--- src/source/bitcore_pkg.sv ---
package bitcore_pkg;

   // the bit counter is built for exactly 32 bits per pass
   localparam int XLEN = 32;

   typedef logic [XLEN-1:0]         word_t;
   typedef logic [2:0]              reg_addr_t;
   typedef logic signed [15:0]      imm_t;
   typedef logic [$clog2(XLEN)-1:0] bit_idx_t;

   // opcodes sit in instruction bits [3:0], anything not listed decodes to OP_NOP
   typedef enum logic [3:0] {
      OP_ADD  = 4'h0,
      OP_SUB  = 4'h1,
      OP_ADDI = 4'h2,
      OP_SLT  = 4'h3,
      OP_BEQ  = 4'h4,
      OP_BNE  = 4'h5,
      OP_OUT  = 4'h6,
      OP_NOP  = 4'hf
   } opcode_e;

   typedef struct packed {
      opcode_e   op;
      reg_addr_t rd;
      reg_addr_t rs1;
      reg_addr_t rs2;
      imm_t      imm;
      // SLT and the branches need a flag pass before the result pass
      logic      two_stage;
      logic      rd_write;
   } decode_t;

   typedef struct packed {
      logic     cnt_en;
      logic     init;
      logic     cnt0;
      logic     cnt_last;
      bit_idx_t bit_idx;
      logic     rf_wen;
      logic     pc_en;
      logic     jump;
   } ctrl_t;

endpackage

--- src/source/bitcore_decode.sv ---
`timescale 1ns/1ps

module bitcore_decode (
   input  logic                 i_clk,
   input  logic                 i_rst,
   input  logic                 i_ibus_ack,
   input  bitcore_pkg::word_t   i_ibus_rdt,
   output bitcore_pkg::decode_t o_dec
);
   import bitcore_pkg::*;

   opcode_e op_next;

   // map the raw opcode field onto the enum, unused codes fall back to a no-op
   always_comb begin
      case (i_ibus_rdt[3:0])
         4'h0:    op_next = OP_ADD;
         4'h1:    op_next = OP_SUB;
         4'h2:    op_next = OP_ADDI;
         4'h3:    op_next = OP_SLT;
         4'h4:    op_next = OP_BEQ;
         4'h5:    op_next = OP_BNE;
         4'h6:    op_next = OP_OUT;
         default: op_next = OP_NOP;
      endcase
   end

   // opcode and its classification steer the control block
   always_ff @(posedge i_clk) begin
      if (i_rst) begin
         o_dec.op        <= OP_NOP;
         o_dec.two_stage <= 1'b0;
         o_dec.rd_write  <= 1'b0;
      end else if (i_ibus_ack) begin
         o_dec.op        <= op_next;
         // flag pass first for the compare-type ops
         o_dec.two_stage <= (op_next == OP_SLT) | (op_next == OP_BEQ) | (op_next == OP_BNE);
         o_dec.rd_write  <= (op_next == OP_ADD) | (op_next == OP_SUB) |
                            (op_next == OP_ADDI) | (op_next == OP_SLT);
      end
   end

   // register and immediate fields are only looked at during a pass
   always_ff @(posedge i_clk) begin
      if (i_ibus_ack) begin
         o_dec.rd  <= i_ibus_rdt[6:4];
         o_dec.rs1 <= i_ibus_rdt[9:7];
         o_dec.rs2 <= i_ibus_rdt[12:10];
         o_dec.imm <= i_ibus_rdt[31:16];
      end
   end

endmodule

--- src/source/bitcore_state.sv ---
`timescale 1ns/1ps

module bitcore_state (
   input  logic                 i_clk,
   input  logic                 i_rst,
   input  logic                 i_ibus_ack,
   input  bitcore_pkg::decode_t i_dec,
   input  logic                 i_eq,
   input  logic                 i_lt,
   output logic                 o_ibus_cyc,
   output bitcore_pkg::ctrl_t   o_ctrl
);
   import bitcore_pkg::*;

   // upper three bits count normally, the low two bits live in a one-hot ring
   logic [2:0] cnt;
   logic [3:0] cnt_r;
   logic       cnt_en;
   logic       cnt_last;
   logic       init;
   logic       init_done;
   logic       stage_two_req;
   logic       pass_done;
   logic       jump;
   logic       take_branch;

   // the counter runs whenever a bit is circulating in the ring
   assign cnt_en   = |cnt_r;
   assign cnt_last = (cnt == 3'd7) & cnt_r[3];

   // a two-stage op sits in its flag pass until the first pass has completed
   assign init = i_dec.two_stage & ~init_done;

   // eq is complete during the last bit of the flag pass
   assign take_branch = ((i_dec.op == OP_BEQ) & i_eq) | ((i_dec.op == OP_BNE) & ~i_eq);

   always_comb begin
      o_ctrl.cnt_en   = cnt_en;
      o_ctrl.init     = init;
      o_ctrl.cnt0     = (cnt == 3'd0) & cnt_r[0];
      o_ctrl.cnt_last = cnt_last;
      // one-hot ring folded back into the two low index bits
      o_ctrl.bit_idx  = {cnt, cnt_r[3] | cnt_r[2], cnt_r[3] | cnt_r[1]};
      // nothing is written and pc holds during the flag pass
      o_ctrl.rf_wen   = cnt_en & ~init & i_dec.rd_write;
      o_ctrl.pc_en    = cnt_en & ~init;
      o_ctrl.jump     = jump;
   end

   always_ff @(posedge i_clk) begin
      if (i_rst) begin
         cnt           <= 3'd0;
         cnt_r         <= 4'b0000;
         init_done     <= 1'b0;
         jump          <= 1'b0;
         stage_two_req <= 1'b0;
         pass_done     <= 1'b0;
         // the first fetch goes out straight after reset
         o_ibus_cyc    <= 1'b1;
      end else begin
         cnt <= cnt + {2'd0, cnt_r[3]};
         // a fetch acknowledge or the end of the idle cycle injects the start bit
         cnt_r <= {cnt_r[2:0], (cnt_r[3] & ~cnt_last) | i_ibus_ack | stage_two_req};
         // one idle cycle separates the flag pass from the result pass
         stage_two_req <= cnt_last & init;
         pass_done     <= cnt_last & ~init;
         if (cnt_last) begin
            init_done <= init;
            jump      <= init & take_branch;
         end
         // drop the request on acknowledge, raise it again once pc is updated
         if (i_ibus_ack) begin
            o_ibus_cyc <= 1'b0;
         end else if (pass_done) begin
            o_ibus_cyc <= 1'b1;
         end
      end
   end

   // fetching and executing never overlap
   assert property (@(posedge i_clk) disable iff (i_rst) !(o_ibus_cyc && cnt_en));
   assert property (@(posedge i_clk) disable iff (i_rst) $onehot0(cnt_r));

endmodule

--- src/source/bitcore_rf.sv ---
`timescale 1ns/1ps

module bitcore_rf (
   input  logic                 i_clk,
   input  logic                 i_rst,
   input  bitcore_pkg::decode_t i_dec,
   input  bitcore_pkg::ctrl_t   i_ctrl,
   input  logic                 i_rd_bit,
   output logic                 o_rs1_bit,
   output logic                 o_rs2_bit
);
   import bitcore_pkg::*;

   word_t regs [8];
   word_t rs1_word;
   word_t rs2_word;
   logic  rd_wen;

   assign rs1_word = regs[i_dec.rs1];
   assign rs2_word = regs[i_dec.rs2];

   // register 0 always reads as zero whatever the array holds
   assign o_rs1_bit = (i_dec.rs1 != 3'd0) & rs1_word[i_ctrl.bit_idx];
   assign o_rs2_bit = (i_dec.rs2 != 3'd0) & rs2_word[i_ctrl.bit_idx];

   // writes to register 0 are dropped
   assign rd_wen = i_ctrl.rf_wen & (i_dec.rd != 3'd0);

   // each cycle the bit under the counter is read before it gets overwritten
   always_ff @(posedge i_clk) begin
      if (i_rst) begin
         // all registers start out at zero so software sees a defined state
         for (int i = 0; i < 8; i++) begin
            regs[i] <= '0;
         end
      end else if (rd_wen) begin
         regs[i_dec.rd][i_ctrl.bit_idx] <= i_rd_bit;
      end
   end

endmodule

--- src/source/bitcore_alu.sv ---
`timescale 1ns/1ps

module bitcore_alu (
   input  logic                 i_clk,
   input  logic                 i_rst,
   input  bitcore_pkg::decode_t i_dec,
   input  bitcore_pkg::ctrl_t   i_ctrl,
   input  logic                 i_rs1_bit,
   input  logic                 i_rs2_bit,
   output logic                 o_rd_bit,
   output logic                 o_eq,
   output logic                 o_lt
);
   import bitcore_pkg::*;

   logic sub;
   logic imm_bit;
   logic b_raw;
   logic b_bit;
   logic carry_in;
   logic carry_r;
   logic sum;
   logic eq_r;
   logic lt_r;

   // all the compare-type ops subtract
   assign sub = (i_dec.op == OP_SUB) | i_dec.two_stage;

   // the immediate is sign extended above bit 15
   assign imm_bit = (i_ctrl.bit_idx > 5'd15) ? i_dec.imm[15] : i_dec.imm[i_ctrl.bit_idx[3:0]];
   assign b_raw   = (i_dec.op == OP_ADDI) ? imm_bit : i_rs2_bit;
   assign b_bit   = b_raw ^ sub;

   // carry starts at 1 for subtraction to finish the two's complement
   assign carry_in = i_ctrl.cnt0 ? sub : carry_r;
   assign sum      = i_rs1_bit ^ b_bit ^ carry_in;

   // eq folds in the current bit so it is complete at bit 31
   assign o_eq = (i_ctrl.cnt0 | eq_r) & ~(i_rs1_bit ^ b_raw);
   // at bit 31 differing signs decide directly, otherwise the difference sign does
   assign o_lt = (i_rs1_bit ^ b_raw) ? i_rs1_bit : sum;

   // SLT drops the flag from its first pass into bit 0 and clears the rest
   assign o_rd_bit = (i_dec.op == OP_SLT) ? (i_ctrl.cnt0 & lt_r) : sum;

   always_ff @(posedge i_clk) begin
      if (i_rst) begin
         carry_r <= 1'b0;
         eq_r    <= 1'b0;
         lt_r    <= 1'b0;
      end else if (i_ctrl.cnt_en) begin
         carry_r <= (i_rs1_bit & b_bit) | (carry_in & (i_rs1_bit ^ b_bit));
         eq_r    <= o_eq;
         if (i_ctrl.cnt_last && i_ctrl.init) begin
            lt_r <= o_lt;
         end
      end
   end

endmodule

--- src/source/bitcore_pc.sv ---
`timescale 1ns/1ps

module bitcore_pc #(
   parameter bitcore_pkg::word_t RESET_PC = '0
) (
   input  logic                 i_clk,
   input  logic                 i_rst,
   input  bitcore_pkg::decode_t i_dec,
   input  bitcore_pkg::ctrl_t   i_ctrl,
   output bitcore_pkg::word_t   o_pc
);
   import bitcore_pkg::*;

   word_t    pc_r;
   bit_idx_t off_idx;
   logic     imm_x4_bit;
   logic     addend;
   logic     carry_in;
   logic     carry_r;
   logic     sum;

   // imm times 4 is the immediate moved up two bit positions and sign extended
   assign off_idx    = i_ctrl.bit_idx - 5'd2;
   assign imm_x4_bit = (i_ctrl.bit_idx < 5'd2) ? 1'b0 :
                       (off_idx > 5'd15) ? i_dec.imm[15] : i_dec.imm[off_idx[3:0]];

   // the plain increment is a single set bit at position 2
   assign addend   = i_ctrl.jump ? imm_x4_bit : (i_ctrl.bit_idx == 5'd2);
   assign carry_in = ~i_ctrl.cnt0 & carry_r;
   assign sum      = pc_r[0] ^ addend ^ carry_in;

   // the pc rotates LSB first, the new bit comes in at the top
   always_ff @(posedge i_clk) begin
      if (i_rst) begin
         pc_r    <= RESET_PC;
         carry_r <= 1'b0;
      end else if (i_ctrl.pc_en) begin
         pc_r    <= {sum, pc_r[XLEN-1:1]};
         carry_r <= (pc_r[0] & addend) | (carry_in & (pc_r[0] ^ addend));
      end
   end

   // between passes the register holds the whole fetch address
   assign o_pc = pc_r;

endmodule

--- src/source/bitcore_outport.sv ---
`timescale 1ns/1ps

module bitcore_outport (
   input  logic                 i_clk,
   input  logic                 i_rst,
   input  bitcore_pkg::decode_t i_dec,
   input  bitcore_pkg::ctrl_t   i_ctrl,
   input  logic                 i_rs1_bit,
   output logic                 o_out_stb,
   output bitcore_pkg::word_t   o_out_data
);
   import bitcore_pkg::*;

   logic is_out;

   assign is_out = i_ctrl.cnt_en & (i_dec.op == OP_OUT);

   // strobe marks the cycle right after the last bit has been shifted in
   always_ff @(posedge i_clk) begin
      if (i_rst) begin
         o_out_stb <= 1'b0;
      end else begin
         o_out_stb <= is_out & i_ctrl.cnt_last;
      end
   end

   // rs1 enters from the top so bit 0 ends up at the bottom after 32 shifts
   always_ff @(posedge i_clk) begin
      if (is_out) begin
         o_out_data <= {i_rs1_bit, o_out_data[XLEN-1:1]};
      end
   end

   assert property (@(posedge i_clk) disable iff (i_rst) o_out_stb |=> !o_out_stb);

endmodule

--- src/source/bitcore_top.sv ---
`timescale 1ns/1ps

module bitcore_top #(
   parameter bitcore_pkg::word_t RESET_PC = '0
) (
   input  logic               i_clk,
   input  logic               i_rst,
   output logic               o_ibus_cyc,
   output bitcore_pkg::word_t o_ibus_adr,
   input  logic               i_ibus_ack,
   input  bitcore_pkg::word_t i_ibus_rdt,
   output logic               o_out_stb,
   output bitcore_pkg::word_t o_out_data
);
   import bitcore_pkg::*;

   decode_t dec;
   ctrl_t   ctrl;
   logic    rs1_bit;
   logic    rs2_bit;
   logic    rd_bit;
   logic    eq;
   logic    lt;

   bitcore_decode u_decode (
      .i_clk      (i_clk),
      .i_rst      (i_rst),
      .i_ibus_ack (i_ibus_ack),
      .i_ibus_rdt (i_ibus_rdt),
      .o_dec      (dec)
   );

   // control block, owns the bit counter and the fetch request
   bitcore_state u_state (
      .i_clk      (i_clk),
      .i_rst      (i_rst),
      .i_ibus_ack (i_ibus_ack),
      .i_dec      (dec),
      .i_eq       (eq),
      .i_lt       (lt),
      .o_ibus_cyc (o_ibus_cyc),
      .o_ctrl     (ctrl)
   );

   bitcore_rf u_rf (
      .i_clk     (i_clk),
      .i_rst     (i_rst),
      .i_dec     (dec),
      .i_ctrl    (ctrl),
      .i_rd_bit  (rd_bit),
      .o_rs1_bit (rs1_bit),
      .o_rs2_bit (rs2_bit)
   );

   bitcore_alu u_alu (
      .i_clk     (i_clk),
      .i_rst     (i_rst),
      .i_dec     (dec),
      .i_ctrl    (ctrl),
      .i_rs1_bit (rs1_bit),
      .i_rs2_bit (rs2_bit),
      .o_rd_bit  (rd_bit),
      .o_eq      (eq),
      .o_lt      (lt)
   );

   bitcore_pc #(
      .RESET_PC (RESET_PC)
   ) u_pc (
      .i_clk  (i_clk),
      .i_rst  (i_rst),
      .i_dec  (dec),
      .i_ctrl (ctrl),
      .o_pc   (o_ibus_adr)
   );

   // the output port taps the same rs1 bit stream as the ALU
   bitcore_outport u_outport (
      .i_clk      (i_clk),
      .i_rst      (i_rst),
      .i_dec      (dec),
      .i_ctrl     (ctrl),
      .i_rs1_bit  (rs1_bit),
      .o_out_stb  (o_out_stb),
      .o_out_data (o_out_data)
   );

endmodule

--- config.mk ---
export PLATFORM = sky130hd
export DESIGN_NAME = bitcore_top
export DESIGN_NICKNAME = d
export VERILOG_FILES = /design/src/source/bitcore_pkg.sv /design/src/source/bitcore_decode.sv /design/src/source/bitcore_state.sv /design/src/source/bitcore_rf.sv /design/src/source/bitcore_alu.sv /design/src/source/bitcore_pc.sv /design/src/source/bitcore_outport.sv /design/src/source/bitcore_top.sv
export SDC_FILE = /design/constraint.sdc
export NUM_CORES = 1
export LEC_CHECK = 0
export ABC_AREA = 1
export BUFFER_PORTS_ARGS = -buffer_cell sky130_fd_sc_hd__buf_2
export CAP_MARGIN = 25
export CELL_PAD_IN_SITES_DETAIL_PLACEMENT = 0
export CELL_PAD_IN_SITES_GLOBAL_PLACEMENT = 2
export CORE_MARGIN = 4
export CORE_UTILIZATION = 41
export DETAILED_ROUTE_END_ITERATION = 10
export PLACE_DENSITY = 0.84
export SLEW_MARGIN = 40
export SYNTH_ARGS = -nofsm -noshare
export SYNTH_HDL_FRONTEND = slang
export SYNTH_HIERARCHICAL = 1
export SYNTH_SLANG_ARGS = --single-unit
--- constraint.sdc ---
create_clock -name i_clk -period 11.4 [get_ports i_clk]
set_input_delay 0 -clock i_clk [delete_from_list [all_inputs] [get_ports i_clk]]
set_output_delay 0 -clock i_clk [all_outputs]
set_load 0.01 [all_outputs]
==> results.toml <==
[run_status]
status = "completed"

[sta]
fin_setup_tns_ns = 0
hold_viol = 0
rsz0062_at_grt = "no"
worst_slew_pin_slew_ns = 0.899
hold_slack_ns = 0.135
fin_crit_sh_pct = 50.6
setup_viol = 0
fin_skew_ns = 0.0222
slew_viol_final = 0
fmax_ghz = 0.173
relSlewSlack_pct = 40.0
min_period_ns = 5.77

[critical_path]
cp-start-kind = "flop"
worstSetupEndpointType = "flop"
required_ns = 11.68
cp.arrival_ns = 6.05
crit_type = "flop to flop"
path_max_fanout = 69

[die]
rows = 83
start_util_pct = 41.4
die-area_mm2 = 0.0554
core_area_mm2 = 0.0512
die_h_um = 235
fp.dieW_um = 235
io_pins = 101

[logic_synthesis]
synthCells = 2626
yosys_warnings = 6
postSynthAreaPerCell_um2 = 8.07
synth_area_mm2 = 0.0212

[clock_network]
cts-root-buf = "clkbuf_16"
clkTransAtPathRegs_ns = 0.06
cts_buffer_depth = 3
clk_latency_ns = 0.58
postCtsSetupBuffers = 0
cts_buffers = 45
cts.htree.levels = 2
clock-sinks = 368
cts_tree = "done"

[final_layout]
fin_nets = 2638
area_growth_syn_to_layout_pct = 11.9
drive_above_1_share_pct = 11.7
nFillCells = 4938
layout_commonest_cell = "nand2_1"
final_cell_mix = "558 x nand2_1, 333 x nand3_1, 313 x edfxtp_1, 260 x o21ai_0, 234 x inv_1"
antennaDiodeCount = 0

[placed_design]
place.gp.congestion = 0.774
io_buffers = 97
hpwlAfterDp_um = 34200

[global_route]
grt_pass1_vias = 17300
grt_overflow = 0
grt_pass1_wl_um = 97800
grt_max_degree = 136
track_usage_pct = 22.3
antenna_found_initial = 0

[detailed_routing]
avgRoutedWirePerCell_um = 19.3
ant_nets = 0
viasPerCell = 5.49
routed_wl_um = 63900
first_pass_iters = 5
drtIter0Drc = 1526
vias = 18200
drc_errors = 0

[power]
p_per_area_mw_per_mm2 = 152
leakage_nw = 9.23
peakVddDrop_mv = 0.109

[worst_hold_path]
hold_class = "input port to flop"

[job]
cap_violations = 0
-- stage by stage --
stage	util (%)	setup slack (ns)	instance area, um2	instances	total power [mW]
floorplan	-	7.62	21300	2657	2.01
global placement	42.5	5.26	21700	3190	2.17
detailed placement	42.6	5.48	21800	3192	2.19
CTS	46.2	5.46	23600	3309	3.63
global route	46.3	5.28	23700	3311	3.76
finish	46.3	5.63	23700	3311	3.61
-- area by class of cell --
type | instances | area (um2) | area share (%)
flip-flops and latches | 368 | 10500 | 44.3
multi-input cells | 1757 | 8670 | 36.5
repair buffers | 171 | 1260 | 5.33
clock buffers | 59 | 1250 | 5.29
inverters | 253 | 968 | 4.08
well taps | 680 | 851 | 3.59
clock inverters | 23 | 214 | 0.902
-- sequential cells by signal, summed over array words and instances, names as in the netlist, 3 cells and up --
name,cells
u_state/cnt,3
u_state/cnt_r,4
u_rf/regs,256
u_decode/o_dec,31
u_pc/o_pc,32
u_outport/o_out_data,32
-- critical path: stages (launching register included) --
cell,delay [ns]
edfxtp_1,0.32
buf_4,0.57
inv_1,0.63
buf_4,0.44
nand3_1,0.13
nand3_1,0.08
nand2_1,0.11
o21ai_0,0.14
nand2_1,0.17
nor2_1,0.08
a21oi_1,0.59
fa_1,0.52
inv_1,0.09
a21oi_1,0.13
inv_6,0.44
buf_4,0.73
nor3_1,0.14
-- routing by layer --
metal / wire length, um / share of wire [%] / track usage, % / up-vias
li1: - / - / - / 8787
met1: 27900 / 44 / 30.5 / 8696
met2: 30400 / 48 / 37.3 / 566
met3: 4020 / 6.3 / 2.68 / 118
met4: 1500 / 2.3 / 6.89 / 0
met5: 0 / 0 / 0 / -
-- what timing repair did --
| item | 4_1_cts | 5_1_grt |
|---|---|---|
| setup endpoints to repair | 0 | 0 |
| hold endpoints to repair | 67 | 0 |
| hold buffers | 35 | 0 |
| resized for setup | 0 | 0 |
-- power by group --
| part | switching [mW] | internal [mW] | total, mW |
|---|---|---|---|
| Sequential | 0.0215 | 1.51 | 1.53 |
| Combinational | 0.501 | 0.143 | 0.644 |
| Clock | 0.570 | 0.863 | 1.43 |
-- worst paths after layout --
kind                                 startpoint                                  to  slack (ns)  depth (start not counted)
max                u_decode/o_dec[23]$_DFFE_PP_       u_rf/regs[6][3]$_SDFFCE_PN0P_        5.63                         16
min                               i_ibus_rdt[9]        u_decode/o_dec[23]$_DFFE_PP_        0.14                          2
max reg2reg        u_decode/o_dec[23]$_DFFE_PP_       u_rf/regs[6][3]$_SDFFCE_PN0P_        5.63                         16
min reg2reg  u_outport/o_out_data[11]$_DFFE_PP_  u_outport/o_out_data[10]$_DFFE_PP_        0.44                          0
(Power assumes the default switching activity.)
